### config.mk
export PLATFORM = sky130hd
export DESIGN_NAME = rename_core
export DESIGN_NICKNAME = d
export VERILOG_FILES = /design/src/verilog/rename_pkg.sv /design/src/verilog/rename_ifs.sv /design/src/verilog/rename_core.sv /design/src/verilog/arch_map.sv /design/src/verilog/reorder_buffer.sv /design/src/verilog/free_list.sv /design/src/verilog/map_table.sv
export VERILOG_INCLUDE_DIRS = /design/src /design/src/verilog
export SDC_FILE = /design/constraint.sdc
export NUM_CORES = 1
export LEC_CHECK = 0
export ABC_AREA = 1
export BUFFER_PORTS_ARGS = -buffer_cell sky130_fd_sc_hd__buf_4
export CAP_MARGIN = 20
export CORE_ASPECT_RATIO = 1.1
export CORE_UTILIZATION = 35
export DETAILED_ROUTE_END_ITERATION = 12
export REMOVE_ABC_BUFFERS = 1
export SETUP_SLACK_MARGIN = 0.3
export SLEW_MARGIN = 20
export SYNTH_ARGS = -nofsm -noshare
export SYNTH_HDL_FRONTEND = slang
export SYNTH_HIERARCHICAL = 1
export SYNTH_SLANG_ARGS = --single-unit
### constraint.sdc
create_clock -name clock -period 2.9 [get_ports clock]
set_clock_uncertainty 0.15 [all_clocks]
set_input_delay 0.145 -clock clock [delete_from_list [all_inputs] [get_ports clock]]
set_output_delay 0.145 -clock clock [all_outputs]
set_load 0.05 [all_outputs]
### src/verilog/rename_consts.svh
/*
 * sizing macros for the rename and retirement core
 */

`ifndef RENAME_CONSTS_SVH
`define RENAME_CONSTS_SVH

////////////////////////////////////////////////////////////////////////////
// register file sizes
////////////////////////////////////////////////////////////////////////////

// visible architectural registers
`define NUM_ARCH_REGS 8
// physical tags, arch regs plus spares for renaming
`define NUM_PHYS_REGS 16

////////////////////////////////////////////////////////////////////////////
// queue sizes
////////////////////////////////////////////////////////////////////////////

// in-flight instructions
`define ROB_DEPTH 8
// spare tags, physical minus architectural
`define FREE_DEPTH 8

`endif
### src/verilog/rename_pkg.sv
/*
 * shared types: register index, physical tag, rob pointer, entry state
 */

`include "rename_consts.svh"

package rename_pkg;

  ////////////////////////////////////////////////////////////////////////////
  // index and tag types
  ////////////////////////////////////////////////////////////////////////////

  // architectural register number
  typedef logic [$clog2(`NUM_ARCH_REGS)-1:0] arch_reg_t;

  // physical register tag, also what the cdb carries
  typedef logic [$clog2(`NUM_PHYS_REGS)-1:0] phys_tag_t;

  // rob pointer, msb is the wrap bit for full/empty
  typedef logic [$clog2(`ROB_DEPTH):0] rob_ptr_t;

  // lifecycle of one rob slot
  typedef enum logic [1:0] {
    ENTRY_FREE    = 2'd0,
    ENTRY_PENDING = 2'd1,
    ENTRY_DONE    = 2'd2
  } rob_state_e;

endpackage

### src/verilog/rename_ifs.sv
/*
 * dispatch_if: rename handshake between rob, map table and free list
 * retire_if: head-of-rob retirement to arch map and free list
 */

`timescale 1ns/1ps

interface dispatch_if;
  import rename_pkg::*;

  logic      dispatch_fire;
  arch_reg_t dest_arch;
  phys_tag_t new_tag;
  phys_tag_t old_tag;

  // map table swaps the dest mapping
  modport renamer (input dispatch_fire, input dest_arch, input new_tag, output old_tag);

  // free list hands out the head tag
  modport allocator (input dispatch_fire, output new_tag);

  // rob decides the handshake
  modport tracker (output dispatch_fire);

endinterface

interface retire_if;
  import rename_pkg::*;

  logic      retire_valid;
  arch_reg_t retire_arch;
  phys_tag_t retire_tag;
  phys_tag_t retire_old_tag;

  // driven by the rob head
  modport source (output retire_valid, output retire_arch, output retire_tag,
                  output retire_old_tag);

  // arch map and free list listen
  modport commit (input retire_valid, input retire_arch, input retire_tag,
                  input retire_old_tag);

endinterface

### src/verilog/rename_core.sv
/*
 * top of the rename core: map table, free list, rob, arch map
 */

`timescale 1ns/1ps

module rename_core (
  input  logic                  clock,
  input  logic                  reset,

  // dispatch
  input  logic                  dispatch_valid,
  output logic                  dispatch_ready,
  input  rename_pkg::arch_reg_t dispatch_dest,
  input  rename_pkg::arch_reg_t dispatch_src_a,
  input  rename_pkg::arch_reg_t dispatch_src_b,

  // rename results
  output rename_pkg::phys_tag_t dest_tag,
  output rename_pkg::phys_tag_t old_tag,
  output rename_pkg::phys_tag_t src_a_tag,
  output logic                  src_a_ready,
  output rename_pkg::phys_tag_t src_b_tag,
  output logic                  src_b_ready,

  // completion strobe
  input  logic                  cdb_valid,
  input  rename_pkg::phys_tag_t cdb_tag,

  // retirement
  output logic                  retire_valid,
  output rename_pkg::arch_reg_t retire_arch,
  output rename_pkg::phys_tag_t retire_tag,
  output rename_pkg::phys_tag_t retire_old_tag,

  // committed map read
  input  rename_pkg::arch_reg_t arch_read_idx,
  output rename_pkg::phys_tag_t arch_read_tag
);

  dispatch_if disp_bus ();
  retire_if   ret_bus ();

  logic free_empty;

  ////////////////////////////////////////////////////////////////////////////
  // bus to port wiring
  ////////////////////////////////////////////////////////////////////////////

  assign disp_bus.dest_arch = dispatch_dest;
  assign dest_tag           = disp_bus.new_tag;
  assign old_tag            = disp_bus.old_tag;

  assign retire_valid   = ret_bus.retire_valid;
  assign retire_arch    = ret_bus.retire_arch;
  assign retire_tag     = ret_bus.retire_tag;
  assign retire_old_tag = ret_bus.retire_old_tag;

  ////////////////////////////////////////////////////////////////////////////
  // blocks
  ////////////////////////////////////////////////////////////////////////////

  map_table u_map_table (
    .clock, .reset,
    .src_a (dispatch_src_a), .src_b (dispatch_src_b),
    .src_a_tag, .src_b_tag, .src_a_ready, .src_b_ready,
    .cdb_valid, .cdb_tag,
    .disp  (disp_bus.renamer)
  );

  free_list u_free_list (
    .clock, .reset,
    .alloc (disp_bus.allocator),
    .free  (ret_bus.commit),
    .empty (free_empty)
  );

  reorder_buffer u_reorder_buffer (
    .clock, .reset,
    .dispatch_valid, .dispatch_ready,
    .free_empty,
    .disp      (disp_bus.tracker),
    .dest_arch (dispatch_dest),
    .dest_tag  (disp_bus.new_tag),
    .old_tag   (disp_bus.old_tag),
    .cdb_valid, .cdb_tag,
    .ret       (ret_bus.source)
  );

  arch_map u_arch_map (
    .clock, .reset,
    .ret (ret_bus.commit),
    .arch_read_idx, .arch_read_tag
  );

endmodule

### src/verilog/arch_map.sv
/*
 * committed arch-to-physical map with a read port
 */

`timescale 1ns/1ps
`include "rename_consts.svh"

module arch_map (
  input  logic                  clock,
  input  logic                  reset,
  retire_if.commit              ret,
  input  rename_pkg::arch_reg_t arch_read_idx,
  output rename_pkg::phys_tag_t arch_read_tag
);
  import rename_pkg::*;

  // only retired instructions land here
  phys_tag_t map [`NUM_ARCH_REGS];

  // committed state lookup
  assign arch_read_tag = map[arch_read_idx];

  ////////////////////////////////////////////////////////////////////////////
  // retirement write
  ////////////////////////////////////////////////////////////////////////////

  always_ff @(posedge clock) begin
    if (reset) begin
      // reg i lives in tag i out of reset
      for (int i = 0; i < `NUM_ARCH_REGS; i++) begin
        map[i] <= phys_tag_t'(i);
      end
    end else if (ret.retire_valid) begin
      map[ret.retire_arch] <= ret.retire_tag;
    end
  end

  // the tag being freed must be the one this reg was committed to
  assert property (@(posedge clock) disable iff (reset)
    ret.retire_valid |-> map[ret.retire_arch] == ret.retire_old_tag);

endmodule

### src/verilog/reorder_buffer.sv
/*
 * reorder buffer: in-order queue of renamed instructions
 * cdb completion marking, head retirement, dispatch handshake
 */

`timescale 1ns/1ps
`include "rename_consts.svh"

module reorder_buffer (
  input  logic                  clock,
  input  logic                  reset,
  input  logic                  dispatch_valid,
  output logic                  dispatch_ready,
  input  logic                  free_empty,
  dispatch_if.tracker           disp,
  input  rename_pkg::arch_reg_t dest_arch,
  input  rename_pkg::phys_tag_t dest_tag,
  input  rename_pkg::phys_tag_t old_tag,
  input  logic                  cdb_valid,
  input  rename_pkg::phys_tag_t cdb_tag,
  retire_if.source              ret
);
  import rename_pkg::*;

  localparam int IDX_W = $clog2(`ROB_DEPTH);

  // entry payload, no reset
  arch_reg_t  ent_arch    [`ROB_DEPTH];
  phys_tag_t  ent_tag     [`ROB_DEPTH];
  phys_tag_t  ent_old_tag [`ROB_DEPTH];
  // entry control
  rob_state_e ent_state   [`ROB_DEPTH];

  rob_ptr_t         head;
  rob_ptr_t         tail;
  logic [IDX_W-1:0] head_idx;
  logic [IDX_W-1:0] tail_idx;
  logic             full;
  logic             empty;
  logic             retire;
  logic [`ROB_DEPTH-1:0] cdb_match;

  assign head_idx = head[IDX_W-1:0];
  assign tail_idx = tail[IDX_W-1:0];

  // same slot, wrap bits tell full from empty
  assign empty = (head == tail);
  assign full  = (head_idx == tail_idx) && (head[IDX_W] != tail[IDX_W]);

  ////////////////////////////////////////////////////////////////////////////
  // dispatch handshake
  ////////////////////////////////////////////////////////////////////////////

  assign dispatch_ready     = !full && !free_empty;
  assign disp.dispatch_fire = dispatch_valid && dispatch_ready;

  ////////////////////////////////////////////////////////////////////////////
  // completion cam and retirement
  ////////////////////////////////////////////////////////////////////////////

  // compare the cdb tag against every pending slot
  always_comb begin
    for (int i = 0; i < `ROB_DEPTH; i++) begin
      cdb_match[i] = (ent_state[i] == ENTRY_PENDING) && (ent_tag[i] == cdb_tag);
    end
  end

  // head done means retire now, no back-pressure
  assign retire             = (ent_state[head_idx] == ENTRY_DONE);
  assign ret.retire_valid   = retire;
  assign ret.retire_arch    = ent_arch[head_idx];
  assign ret.retire_tag     = ent_tag[head_idx];
  assign ret.retire_old_tag = ent_old_tag[head_idx];

  always_ff @(posedge clock) begin
    if (reset) begin
      head <= '0;
      tail <= '0;
      for (int i = 0; i < `ROB_DEPTH; i++) begin
        ent_state[i] <= ENTRY_FREE;
      end
    end else begin
      // mark completed
      for (int i = 0; i < `ROB_DEPTH; i++) begin
        if (cdb_valid && cdb_match[i]) begin
          ent_state[i] <= ENTRY_DONE;
        end
      end
      // pop the head
      if (retire) begin
        ent_state[head_idx] <= ENTRY_FREE;
        head                <= head + 1'b1;
      end
      // push at the tail, never the head slot here since full blocks dispatch
      if (disp.dispatch_fire) begin
        ent_arch[tail_idx]    <= dest_arch;
        ent_tag[tail_idx]     <= dest_tag;
        ent_old_tag[tail_idx] <= old_tag;
        ent_state[tail_idx]   <= ENTRY_PENDING;
        tail                  <= tail + 1'b1;
      end
    end
  end

  // each broadcast tag belongs to exactly one in-flight instruction
  assert property (@(posedge clock) disable iff (reset)
    cdb_valid |-> $onehot(cdb_match));

  // the head can only be retired out of a non-empty buffer
  assert property (@(posedge clock) disable iff (reset)
    ret.retire_valid |-> !empty);

endmodule

### src/verilog/free_list.sv
/*
 * circular queue of free physical tags
 * pops at dispatch, pushes retired old tags
 */

`timescale 1ns/1ps
`include "rename_consts.svh"

module free_list (
  input  logic         clock,
  input  logic         reset,
  dispatch_if.allocator alloc,
  retire_if.commit      free,
  output logic         empty
);
  import rename_pkg::*;

  localparam int PTR_W   = $clog2(`FREE_DEPTH);
  localparam int COUNT_W = PTR_W + 1;

  // tag storage
  phys_tag_t queue [`FREE_DEPTH];

  // read and write positions, depth is a power of two so they just wrap
  logic [PTR_W-1:0]   head;
  logic [PTR_W-1:0]   tail;
  logic [COUNT_W-1:0] count;

  logic pop;
  logic push;

  assign pop  = alloc.dispatch_fire;
  assign push = free.retire_valid;

  // head tag offered to the renamer
  assign alloc.new_tag = queue[head];
  assign empty         = (count == '0);

  ////////////////////////////////////////////////////////////////////////////
  // queue update
  ////////////////////////////////////////////////////////////////////////////

  always_ff @(posedge clock) begin
    if (reset) begin
      head  <= '0;
      tail  <= '0;
      count <= COUNT_W'(`FREE_DEPTH);
      // spare tags above the arch range, ascending
      for (int i = 0; i < `FREE_DEPTH; i++) begin
        queue[i] <= phys_tag_t'(`NUM_ARCH_REGS + i);
      end
    end else begin
      if (pop) begin
        head <= head + 1'b1;
      end
      if (push) begin
        queue[tail] <= free.retire_old_tag;
        tail        <= tail + 1'b1;
      end
      // occupancy
      case ({push, pop})
        2'b10:   count <= count + 1'b1;
        2'b01:   count <= count - 1'b1;
        default: count <= count;
      endcase
    end
  end

  // retirement never pushes into a full list unless a dispatch pops too
  assert property (@(posedge clock) disable iff (reset)
    push |-> (count < COUNT_W'(`FREE_DEPTH)) || pop);

endmodule

### src/verilog/map_table.sv
/*
 * speculative arch-to-physical map plus per-tag ready bits
 */

`timescale 1ns/1ps
`include "rename_consts.svh"

module map_table (
  input  logic                  clock,
  input  logic                  reset,
  input  rename_pkg::arch_reg_t src_a,
  input  rename_pkg::arch_reg_t src_b,
  output rename_pkg::phys_tag_t src_a_tag,
  output rename_pkg::phys_tag_t src_b_tag,
  output logic                  src_a_ready,
  output logic                  src_b_ready,
  input  logic                  cdb_valid,
  input  rename_pkg::phys_tag_t cdb_tag,
  dispatch_if.renamer           disp
);
  import rename_pkg::*;

  // current speculative mapping, one tag per arch reg
  phys_tag_t map [`NUM_ARCH_REGS];

  // value-ready flag per physical tag
  logic [`NUM_PHYS_REGS-1:0] ready;

  ////////////////////////////////////////////////////////////////////////////
  // lookups, all combinational
  ////////////////////////////////////////////////////////////////////////////

  // source operands
  assign src_a_tag = map[src_a];
  assign src_b_tag = map[src_b];

  // ready bits as of before the edge
  // a cdb strobe this cycle shows up next cycle
  assign src_a_ready = ready[map[src_a]];
  assign src_b_ready = ready[map[src_b]];

  // mapping being replaced goes to the rob as old tag
  assign disp.old_tag = map[disp.dest_arch];

  ////////////////////////////////////////////////////////////////////////////
  // state update
  ////////////////////////////////////////////////////////////////////////////

  always_ff @(posedge clock) begin
    if (reset) begin
      // identity map, everything committed and ready
      for (int i = 0; i < `NUM_ARCH_REGS; i++) begin
        map[i] <= phys_tag_t'(i);
      end
      ready <= '1;
    end else begin
      // completion wakes the tag
      if (cdb_valid) begin
        ready[cdb_tag] <= 1'b1;
      end
      // new_tag comes off the free list, never pending,
      // so it cannot collide with the cdb tag above
      if (disp.dispatch_fire) begin
        map[disp.dest_arch] <= disp.new_tag;
        ready[disp.new_tag] <= 1'b0;
      end
    end
  end

  // a dispatch must never hand out a tag that is still live in the map
  assert property (@(posedge clock) disable iff (reset)
    disp.dispatch_fire |-> disp.new_tag != disp.old_tag);

endmodule

* After elaboration in Yosys (flattened, before gate mapping) *
Memory sizes are Yosys's and may differ from the RTL's. A register that Yosys moved wholly into a read port is not among the register bits.
Index checks and enable logic that the tools add are counted.

word-level totals
  flip-flop bits (word level) = 34
  bits in writable memories = 200
  input bits = 20
  output and inout port bits = 35
  logic and storage cells = 156
  memories kept = 7

memories
  name                          words  bits a word  read ports  clocked after Yosys merged registers in  wr ports  line                  text
  u_arch_map.map                8      4            1           0                                        8         arch_map.sv:18        phys_tag_t map [`NUM_ARCH_REGS];
  u_free_list.queue             8      4            1           1                                        8         free_list.sv:22       phys_tag_t queue [`FREE_DEPTH];
  u_map_table.map               8      4            3           0                                        8         map_table.sv:24       phys_tag_t map [`NUM_ARCH_REGS];
  u_reorder_buffer.ent_old_tag  8      4            1           1                                        1         reorder_buffer.sv:30  phys_tag_t ent_old_tag [`ROB_DEPTH];
  u_reorder_buffer.ent_tag      8      4            9           1                                        1         reorder_buffer.sv:29  phys_tag_t ent_tag [`ROB_DEPTH];
  u_reorder_buffer.ent_arch     8      3            1           1                                        1         reorder_buffer.sv:28  arch_reg_t ent_arch [`ROB_DEPTH];
  1 more memories               --     --           --          --                                       --        --

operators by class
  $add $sub $neg = 6
  order comparisons = 6
  equal/unequal tests = 21
  mux-type cells = 71
  bitwise logic cells = 11
  reduce and logical (&&, ||, !) cells = 28

operators by type and width
  cell                   count
  $mux W16               3
  $mux W1                39
  $mux W3                13
  $eq A4 B4 Y1           8
  $logic_and A1 B1 Y1    21
  $lt A4 B5 Y1 const B   4
  $eq A2 B1 Y1 const B   9
  $and A16 B16 Y16       1
  $mux W2                8
  $not A16 Y16           1
  $or A16 B16 Y16        1
  $add A4 B1 Y4 const B  3
  $mux W4                3
  $reduce_or A4 Y1       3
  $bmux W1 S4            2
  $demux W1 S4           2
  $ge A4 B1 Y1 const B   2
  $or A1 B1 Y1           8
  $pmux W4 S2            1
  $add A3 B1 Y3 const B  2
  $eq A2 B2 Y1 const B   2
  $logic_not A4 Y1       1
  $sub A4 B1 Y4 const B  1
  $eq A3 B3 Y1           1
  3 further kinds        4

* Longest topological paths before layout *
Gate-level depths: netlist of the first run.

  word-level depth = 10
  mapped depth = 20
  depth with buffers taken out = 19

* By module *
Netlist of the first run, hierarchy kept.

by module, submodules not included
  module          times used  cells an instance  area each (µm²)  seq. area each (µm²)
  reorder_buffer  1           571                5,353.9          3,183.1
  map_table       1           457                3,198.1          1,281.2
  free_list       1           240                2,112.0          1,221.2
  arch_map        1           207                1,677.9          960.9

* Worst setup path before layout of the first run *
No wires, ideal clock.

  kind = reg2reg
  from = register (tool-made name)
  to = memory u_arch_map/map[2][1] (netlist name) (data pin)
  arrival = 2,292 ps
  data required time = 2,604 ps
  path slack = 313 ps
  stages on the path, launching flop included = 7
  buffers on the path = 2
  clock period less this slack = 2,587 ps
  path through = dfxtp_1 buf_4 clkbuf_1 o21ai_0 a31oi_1 inv_1 nand3_1

RTL lines
  item              line
  end: declaration  arch_map.sv:18

* Final worst setup path of the first run *
  from = input dispatch_dest[1]
  to = output old_tag[1]

on the way
  longest elaborated chain between the ends = 1

ends and longest elaborated chain
  item                line               text
  start: declaration  rename_core.sv:14  input rename_pkg::arch_reg_t dispatch_dest,
  $mem_v2 Z8 W4       --
  end: declaration    rename_core.sv:20  output rename_pkg::phys_tag_t old_tag,

Every way passes these cells.

==> summary.txt, run 1 <==
Run status
  • Status: finished clean

Drt
  • Via count: 10100
  • Residual DRC count: 0
  • Post-route ant nets: 0
  • Number of DRC markers in iteration 0: 702
  • Pre-antenna DRT Iters: 5
  • Routed WL: ~33 mm
  • Routed len/inst: 16.4 um
  • DR vias/cell: 5.05

Placed design
  • Detailed placement HPWL: 23.5 mm
  • GPL Wtd Cong: 0.924
  • Placed cell area: 13200 um^2
  • Inst Count DP: a little under 2000
  • Port-buffer cells: 54

Global routing
  • Largest net degree at the start of global routing: 29
  • Total GRT Usage: 0.185
  • Initial antenna violation count: 0
  • First-pass GRT wire length: 52.2 mm
  • GRT overflow: 0
  • Vias in the first global route: 9843

Min path
  • Worst Hold Class: input port to register
  • Hold Crit Depth: 4
  • Hold Path End: u_map_table/map[2][1]
  • Hold Path Origin: dispatch_dest[1]

CTS
  • Clock sinks: 240
  • CTS root buffer: clkbuf_16
  • H-tree levels: 1
  • CTS Buf Count: 27
  • CTS Buffer Depth: 3
  • Worst-path clk slew: 0.06 ns
  • CTS tree: built
  • Clk_lat worst skew: around 0.54 ns

Timing
  • RSZ-0062 raised after global routing: false
  • Final min period: 2.47 ns
  • Final setup TNS: 0 ns
  • Hold WS: 0.0149 ns
  • Final clock period utilization by the worst path: 0.851
  • Setup violations, final: 0
  • Worst slew pin tran: 0.660 ns
  • Final Hold Fails: 0
  • Achievable Freq: ~400 MHz
  • Pins over their slew limit: 0
  • Slew headroom: 0.560

Finish
  • Nets: 1579
  • Area Growth Syn to Fin: 15.9%
  • Inserted Diodes: 0
  • Non-Filler Instances: 2010
  • Post-Layout Inst Area: 14300 um^2
  • Layout cells sized above 1: 0.118
  • Layout fillers: 3430

Flow run
  • # Max-Cap Violations: 0

Setup path
  • R2R cell count: 14
  • Critical path required time: 2.61 ns
  • FF-to-FF Start: u_free_list/count[1]
  • Critical path, cell by cell: buf_4 -> dlygate4sd3_1 -> inv_1 -> nand3_1 -> inv_1 -> a221oi_1 -> nand2_1 -> buf_4
  • Crit Path Max Fanout: 9
  • Worst Path Arrival: 2.17 ns
  • Worst R2R End: u_free_list/count[2]
  • Delay-heaviest family, CP: buffers and inverters
  • R2R Setup Slk: 0.48 ns
  • CP Capture Type: primary output
  • Crit Path Class: input port to primary output
  • CP peak stage delay: 0.58 ns
  • CP max-delay cell: dlygate4sd3_1
  • Startpoint Class: input port
  • Crit path buf inv count: 5

Synthesis
  • Yosys reg bits: 240
  • Yosys warns: 6
  • Netlist cell types: 39
  • Seq/Total Area, Yosys: 0.539
  • Cell count after synthesis: 1475
  • Mapped Area: between 10000 and 15000 um^2
  • Mapped Avg Cell Area: 8.37 um^2

Power and ir drop
  • Peak supply drop: about 0.35 mV
  • Pwr Density: 612 nW/um^2
  • Leak: about 6 nW
  • Cell Int Power: ~6.3 mW
  • Reg power frac: 0.449
  • Clock power share: 0.393
  • Net Sw Frac: 0.276
  • Final Total Pwr: ~8.8 mW
  • Gate power share: 0.157
  • Switching power: 2.42 mW

Floorplan
  • Die extent in x: approximately 180 um
  • Die H: 199 um
  • Core area: 34500 um^2
  • I/O pins: 55
  • Rows: 71
  • Die area: approximately 36000 um^2
  • Initial Utilization: 0.358
==> cells in the mapped netlist (all sizes together) <==
cell type / n / share of area
nand3: 157 / 0.070
nor2: 197 / 0.063
xor2: 24 / 0.017
edfxtp: 184 / 0.45
or2: 3 / 0.0015
a221oi: 6 / 0.0043
nor4: 1 / 0.00051
o211ai: 3 / 0.0018
o2bb2ai: 1 / 0.00071
nand3b: 4 / 0.0024
buf: 29 / 0.018
ha: 7 / 0.0071
a22oi: 1 / 0.00061
a21oi: 38 / 0.015
a31oi: 2 / 0.0010
nor3: 5 / 0.0020
inv: 203 / 0.062
nand4: 6 / 0.0030
clkinv: 5 / 0.0015
o21ai: 131 / 0.054
clkbuf: 19 / 0.0059
dfxtp: 56 / 0.091
xnor2: 8 / 0.0057
o22ai: 23 / 0.012
o2111ai: 1 / 0.00071
nand2: 361 / 0.11
==> placed cells by master, fill, tap and decap left out, types with 8 or more instances in the layout <==
cell,synthesis,routed
xor2_1,24,24
nand3_1,148,148
o21ai_0,121,120
nor2_1,190,187
xnor2_1,8,8
o21ai_1,8,9
dfxtp_1,56,48
inv_2,15,16
buf_4,7,83
o22ai_1,23,23
inv_1,187,185
clkbuf_16,0,27
nand2_1,357,355
a21oi_1,38,38
dlygate4sd3_1,0,11
edfxtp_1,184,184
==> kinds of logic (layout without fill, tap and decap cells) <==
group           Yosys count  in the layout  share of synthesized area
flops                   240            240                      0.539
compound gates          206            206                     0.0899
simple gates            734            734                      0.255
fa+ha+maj                 7              7                    0.00710
xor+xnor                 32             32                     0.0227
buf+inv                 256            353                     0.0871
==> stage by stage <==
step                      worst slack [ns]  utilization
after floorplan                     -0.647            -
after global placement               0.340        0.383
after detailed placement             0.245        0.383
after CTS                            0.302        0.413
after global routing                 0.299        0.415
final                                0.433        0.415
==> registers in the layout (all words and copies together), names as in the netlist, 16 cells and up, named ones only <==
register	count
u_reorder_buffer/ent_tag	32
u_reorder_buffer/ent_state	16
u_reorder_buffer/ent_old_tag	32
u_free_list/queue	32
u_reorder_buffer/ent_arch	24
u_map_table/ready	16
u_map_table/map	32
u_arch_map/map	32
==> tightest hold or removal path, cell delays in order <==
cell and delay [ns]:
buf_4 0.13, nand3_1 0.17, nor2_2 0.07, nand2_1 0.06
==> how the worst max path moves through the flow <==
| stage | start | to | slack, ns | cells after the start |
|---|---|---|---|---|
| floorplan | register | u_free_list/count[2] | -0.65 | 17 |
| global placement | register | u_free_list/queue[7][3] | 0.34 | 11 |
| detailed placement | register | u_free_list/queue[7][3] | 0.24 | 11 |
| CTS | dispatch_dest[1] | old_tag[0] | 0.30 | 8 |
| global route | u_reorder_buffer/head[0] | u_free_list/count[2] | 0.30 | 18 |
| finish | dispatch_dest[1] | old_tag[1] | 0.43 | 8 |
==> final cells by class <==
class                   instances  area, um^2  area share
clock buffers                  37         763      0.0533
clock inverters                12         143     0.00997
inverters                     208         786      0.0549
multi-input cells             979        4650       0.325
flip-flops and latches        240        6660       0.465
well taps                     438         548      0.0383
repair buffers                 96         759      0.0531
==> power by group through the flow <==
stage / logic (mW) / clock network, mW / registers, mW
2_1_floorplan: 0.815 / 0 / 3.98
3_3_place_gp: 1.34 / 0 / 4.00
3_5_place_dp: 1.35 / 0 / 4.00
4_1_cts: 1.37 / 3.51 / 3.93
5_1_grt: 1.51 / 3.65 / 3.94
6_report: 1.38 / 3.45 / 3.93
==> metal layers <==
layer | vias to the layer above | routed length (um) | track usage
li1 | 4996 | - | -
met1 | 4792 | 14000 | 0.223
met2 | 286 | 16300 | 0.337
met3 | 68 | 1670 | 0.0227
met4 | 0 | 1070 | 0.0719
met5 | - | 0 | 0
==> what timing repair did <==
item                       in CTS  in global routing
resized for setup               4                 21
pin swaps                       1                  1
hold endpoints to repair       49                  0
buffers inserted                2                  3
hold buffers                   11                  0
setup endpoints to repair      10                 97
Power figures use the tool's default switching activity.
==> inputs of run 2 (changes only) <==
--- a/config.mk
+++ b/config.mk
@@ -9,7 +9,7 @@
 export ABC_AREA = 1
 export BUFFER_PORTS_ARGS = -buffer_cell sky130_fd_sc_hd__buf_4
 export CAP_MARGIN = 20
-export CORE_ASPECT_RATIO = 1.1
+export CORE_MARGIN = 4
 export CORE_UTILIZATION = 35
 export DETAILED_ROUTE_END_ITERATION = 12
 export REMOVE_ABC_BUFFERS = 1
==> run 2 against run 1 <==
  * Critical path depth up 11
  * Critical path type is now register to register
  * Die area up 6.4%
  * Combinational power about the same
  * Clock power down 6%
  * Design area down 0.13%
  * Critical endpoint is now u_free_list/count[2]
  * Fmax down 1.2%
  * Worst hold slack better by 0.020 ns
==> summary.txt, run 2 (synthesized netlist as in run 1, its figures left out) <==
Global routing
  • GRT overflow: 0
  • Vias in the first global route: 9627
  • Total GRT Usage: 0.168
  • Initial antenna violation count: 0
  • First-pass GRT wire length: 52.2 mm
  • Largest net degree at the start of global routing: 45

Floorplan
  • Die H: between 150 and 200 um
  • I/O pins: 55
  • Die extent in x: just under 200 um
  • Initial Utilization: 0.356
  • Die area: 38300 um^2
  • Rows: 68
  • Core area: 34600 um^2

Timing
  • Final setup TNS: 0 ns
  • Slew headroom: 0.583
  • Final min period: around 2.5 ns
  • Pins over their slew limit: 0
  • Achievable Freq: 401 MHz
  • Worst slew pin tran: 0.625 ns
  • Setup violations, final: 0
  • Final clock period utilization by the worst path: 0.861
  • RSZ-0062 raised after global routing: true
  • Final Hold Fails: 0

Finish
  • Most frequent cells in the layout: nand2_1, nor2_1, inv_1, edfxtp_1, nand3_1
  • Inserted Diodes: 0
  • Area Growth Syn to Fin: 15.8%
  • Nets: between 1500 and 2000
  • Commonest non-fill, non-tap cell in the layout: nand2_1
  • Layout cells sized above 1: 0.116

Setup path
  • CP peak stage delay: 0.44 ns
  • Crit Path Class: register to register
  • CP Capture Type: register
  • Crit Path Max Fanout: 9
  • Crit path buf inv count: 4
  • Critical path required time: ~3.2 ns
  • Startpoint Class: register
  • Critical path, cell by cell: inv_1 -> nand2_1 -> nand2_1 -> nand2_1 -> nor2_1 -> nor2_2 -> nand2_1 -> inv_4 -> ha_1 -> nand2_1 -> inv_1 -> nor2_1 -> ha_1 -> a21oi_1 -> nor2_1 -> nor2_1 -> nand2_1 -> nand2_1 -> inv_1
  • Critical Path Most Common Cell: nand2_1
  • Delay-heaviest family, CP: simple AND/OR/NAND/NOR gates
  • Worst Path Arrival: 2.77 ns
  • CP max-delay cell: dfxtp_1

Drt
  • Number of DRC markers in iteration 0: around 750
  • Residual DRC count: 0
  • Via count: around 10000
  • Routed len/inst: ~17 um
  • Routed WL: ~33 mm
  • DR vias/cell: 5.02
  • Pre-antenna DRT Iters: 8
  • Post-route ant nets: 0

CTS
  • CTS tree: built
  • H-tree levels: 1
  • Worst-path clk slew: ~0.060 ns
  • CTS root buffer: clkbuf_16
  • CTS Buffer Depth: 3
  • CTS Buf Count: 27
  • Clk_lat worst skew: between 0.5 and 0.6 ns
  • Clock sinks: 240

Power and ir drop
  • Leak: 6.00 nW
  • Pwr Density: between 500 and 600 nW/um^2
  • Final Total Pwr: 8.57 mW
  • Peak supply drop: 0.434 mV

Flow run
  • # Max-Cap Violations: 0

Min path
  • Worst Hold Class: input port to register

Placed design
  • Detailed placement HPWL: 23.9 mm
  • GPL Wtd Cong: a little over 0.9
  • Port-buffer cells: between 50 and 60

Run status
  • Status: finished clean
-- run 2: path summary, 6_finish.rpt --
check	from	end	slack (ns)	cells past startpoint
min	dispatch_dest[1]	u_map_table/map[2][1]	0.03	4
max reg2reg	u_reorder_buffer/head[1]	u_free_list/count[2]	0.40	19
max	u_reorder_buffer/head[1]	u_free_list/count[2]	0.40	19
min reg2reg	u_free_list/head[2]	register	0.37	2
-- run 2: worst register-to-register path, cell delays in order (launching register included) --
cell and delay, ns:
dfxtp_1 0.44, inv_1 0.11, nand2_1 0.08, nand2_1 0.04
nand2_1 0.06, nor2_1 0.05, nor2_2 0.09, nand2_1 0.18
inv_4 0.17, ha_1 0.22, nand2_1 0.07, inv_1 0.07
nor2_1 0.05, ha_1 0.17, a21oi_1 0.16, nor2_1 0.07
nor2_1 0.08, nand2_1 0.05, nand2_1 0.05, inv_1 0.03
-- run 2: what timing repair did --
item	4_1_cts	5_1_grt
gates resized for setup	10	21
setup buffers	0	3
gates cloned	0	1
pin swaps	0	2
hold buffers	12	0
setup endpoints to repair	43	69
hold endpoints to repair	56	0
-- run 2: layout make-up --
cell class | count | area, um^2
fill | 3482 | 20300
sequential | 240 | 6660
multi-input combinational | 980 | 4680
clock buffer | 40 | 808
inverter | 208 | 788
timing repair buffer | 92 | 736
tap | 455 | 569
clock inverter | 10 | 53.8
-- run 2: through the flow --
stage	cells	util	worst slack (ns)	hold WS, ns	instance area [um^2]
floorplan	1427	-	-0.647	0.0641	12100
global placement	1959	0.381	0.268	0.314	13200
detailed placement	1959	0.381	0.213	0.322	13200
CTS	2021	0.410	0.310	0.0134	14200
global route	2025	0.413	0.142	0.0466	14300
finish	2025	0.413	0.404	0.0348	14300
-- run 2: power breakdown --
group          total [mW]  leakage, nW  switching (mW)  internal, mW
clock                3.26        0.425            1.33          1.93
sequential           3.93         2.09          0.0762          3.85
combinational        1.38         3.48           0.995         0.386
-- run 2: per-layer routing --
metal	part of all wire	vias up	wire length (um)	GRT usage
li1	-	4993	-	-
met5	0	-	0	0
met4	0.022	0	725	0.0372
met2	0.50	328	16800	0.301
met1	0.42	4788	14200	0.218
met3	0.054	57	1790	0.0196
==> inputs of run 3 (changes only) <==
--- a/config.mk
+++ b/config.mk
@@ -9,6 +9,7 @@
 export ABC_AREA = 1
 export BUFFER_PORTS_ARGS = -buffer_cell sky130_fd_sc_hd__buf_4
 export CAP_MARGIN = 20
+export CORE_ASPECT_RATIO = 1.5
 export CORE_MARGIN = 4
 export CORE_UTILIZATION = 35
 export DETAILED_ROUTE_END_ITERATION = 12
==> constraint.sdc (replaced) <==
create_clock -name clock -period 2.23 [get_ports clock]
set_clock_uncertainty 0.15 [all_clocks]
set_input_delay 0.1115 -clock clock [delete_from_list [all_inputs] [get_ports clock]]
set_output_delay 0.1115 -clock clock [all_outputs]
set_load 0.05 [all_outputs]
==> run 3 against run 2 <==
  * The run now ends with setup timing left
  * Design area grew 30%
  * Largest power group unchanged
  * Count of clock-buffer cells in the layout shrank 11
  * Critical endpoint is now u_arch_map/map[3][1]
  * Critical path depth shrank 5
  * Sequential share of layout area shrank 11 points
  * Sequential cell count is the same
  * Combinational power grew 110%
  * Cell count grew 9.7%
  * Power grew 42%
  * Routed wire length grew 20%
  * Global-route usage grew 2.2 points
  * Critical path type unchanged
  * Via count grew 12%
==> summary.txt, run 3 (synthesized netlist as in run 1, its figures left out) <==
Run status
  • Status: finished with violations
  • Failing checks: setup timing

Power and ir drop
  • Clock power share: 0.343
  • Pwr Density: between 600 and 700 nW/um^2
  • Gate power share: 0.237
  • Leak: about 7.5 nW
  • Net Sw Frac: 0.296
  • Reg power frac: 0.420
  • Cell Int Power: 8.55 mW
  • Switching power: about 3.6 mW
  • Peak supply drop: 0.726 mV

Finish
  • Most frequent cells in the layout: nand2_1, edfxtp_1, inv_1
  • Layout cells sized above 1: 0.412
  • Nets: 1758
  • Layout fillers: 2964
  • Util after Layout: 0.530
  • Commonest non-fill, non-tap cell in the layout: nand2_1
  • Area Growth Syn to Fin: 50.3%
  • Non-Filler Instances: between 2000 and 2500
  • Inserted Diodes: 0

Floorplan
  • I/O pins: 55
  • Core area: 35000 um^2
  • Die extent in x: 161 um
  • Die H: 238 um
  • Die area: roughly 38000 um^2
  • Rows: between 80 and 90
  • Initial Utilization: 0.353

Global routing
  • First-pass GRT wire length: 57.9 mm
  • Vias in the first global route: 11000
  • Largest net degree at the start of global routing: 26
  • GRT overflow: 0
  • Initial antenna violation count: 0
  • Total GRT Usage: 0.190

Setup path
  • CP max-delay cell: dfxtp_4
  • Critical path, cell by cell: buf_8 -> buf_12 -> buf_12 -> buf_6 -> o21ai_2 -> o22ai_2 -> nand2_2 -> nand2_4 -> buf_6 -> buf_6 -> nor2_4 -> nand2_4 -> inv_2 -> nand2_1
  • Crit Path Class: register to register
  • Critical path required time: 2.34 ns
  • Worst Path Arrival: 2.51 ns
  • Crit Path Max Fanout: 5
  • R2R Setup Slk: -0.17 ns
  • Startpoint Class: register
  • CP Capture Type: register
  • CP peak stage delay: 0.39 ns
  • Critical Path Most Common Cell: buf_6

CTS
  • CTS root buffer: clkbuf_16
  • Clock sinks: 240
  • Worst-path clk slew: ~0.070 ns
  • CTS Buf Count: 24
  • CTS tree: built
  • H-tree levels: 1
  • CTS Buffer Depth: 3
  • Clk_lat worst skew: 0.53 ns

Placed design
  • GPL Wtd Cong: 0.932
  • Port-buffer cells: 54
  • Detailed placement HPWL: between 20 and 30 mm
  • Inst Count DP: 2044

Drt
  • DR vias/cell: 5.11
  • Residual DRC count: 0
  • Post-route ant nets: 0
  • Pre-antenna DRT Iters: 5
  • Via count: roughly 11000
  • Routed WL: 40.0 mm
  • Number of DRC markers in iteration 0: 714
  • Routed len/inst: 18.0 um

Timing
  • Pins over their slew limit: 0
  • Worst slew pin tran: 0.755 ns
  • Slew headroom: 0.495
  • RSZ-0062 raised after global routing: true
  • Final Hold Fails: 0
  • Achievable Freq: about 420 MHz
  • Worst setup margin: -0.174 ns
  • Setup violations, final: 126
  • Final clock period utilization by the worst path: 1.08
  • Hold WS: 0.0401 ns
  • Final min period: 2.40 ns

Flow run
  • # Max-Cap Violations: 0

Min path
  • Hold Path Origin: cdb_valid
  • Worst Hold Class: input port to register
==> run 3: cell types whose count changed in the layout (fill, tap and decap cells not counted), moves of 33 or more <==
cell     delta
buf_4      +34
buf_6      +87
buf_8      +33
inv_1      -49
nand2_1   -104
nand2_2    +54
nand2_4    +44
nand3_1    -59
nand3_2    +40
nor2_1     -76
nor2_2     +38
nor2_4     +38
o21ai_0    -68
o21ai_1    +36
==> run 3: worst max-delay path: cells and delay by family (launching register included) <==
kind | cells | cell delay, ns
buf+inv | 7 | 0.83
simple gates | 5 | 0.51
flops | 1 | 0.39
compound gates | 2 | 0.26
==> run 3: path summary, 6_finish.rpt <==
path / endpoint / cells after the start
min: u_map_table/ready[9] / 5
min reg2reg: u_reorder_buffer/tail[3] / 2
max: u_arch_map/map[3][1] / 14
max reg2reg: u_arch_map/map[3][1] / 14
==> run 3: area by class of cell <==
| type | count | area [um^2] | area share |
|---|---|---|---|
| flip-flops and latches | 240 | 6670 | 0.360 |
| multi-input cells | 979 | 6440 | 0.347 |
| repair buffers | 278 | 3130 | 0.169 |
| inverters | 208 | 912 | 0.0492 |
| clock buffers | 29 | 641 | 0.0345 |
| well taps | 473 | 592 | 0.0319 |
| clock inverters | 15 | 166 | 0.00897 |
==> run 3: metrics by stage <==
step	setup TNS (ns)	instance area [um^2]	setup slack, ns	power [mW]
2_1_floorplan	-196.76	12100	-1.32	6.23
3_3_place_gp	-0.314	13700	-0.0299	7.03
3_5_place_dp	-2.10	13700	-0.0996	7.05
4_1_cts	-0.675	16800	-0.145	11.7
5_1_grt	-16.49	18600	-0.243	12.6
6_report	-9.13	18600	-0.174	12.1
==> run 3: layer usage <==
layer / track usage / up-vias / wire length (um)
met3: 0.0211 / 126 / 1870
met2: 0.363 / 391 / 21600
met1: 0.205 / 5477 / 14400
met4: 0.0921 / 0 / 2130
met5: 0 / - / 0
li1: - / 5370 / -
==> run 3: repair_timing <==
| action | CTS | global route |
|---|---|---|
| hold buffers | 14 | 0 |
| endpoints found under the hold margin | 62 | 0 |
| endpoints found under the setup margin | 343 | 352 |
| pin swaps | 92 | 137 |
| setup buffers | 65 | 48 |
| cloned | 5 | 2 |
| resized for setup | 441 | 354 |
==> run 3: power by group through the flow <==
stage	combinational, mW	sequential, mW	clock [mW]
2_1_floorplan	1.06	5.17	0
3_3_place_gp	1.86	5.18	0
3_5_place_dp	1.87	5.18	0
4_1_cts	2.42	5.09	4.24
5_1_grt	3.04	5.12	4.42
6_report	2.88	5.11	4.16
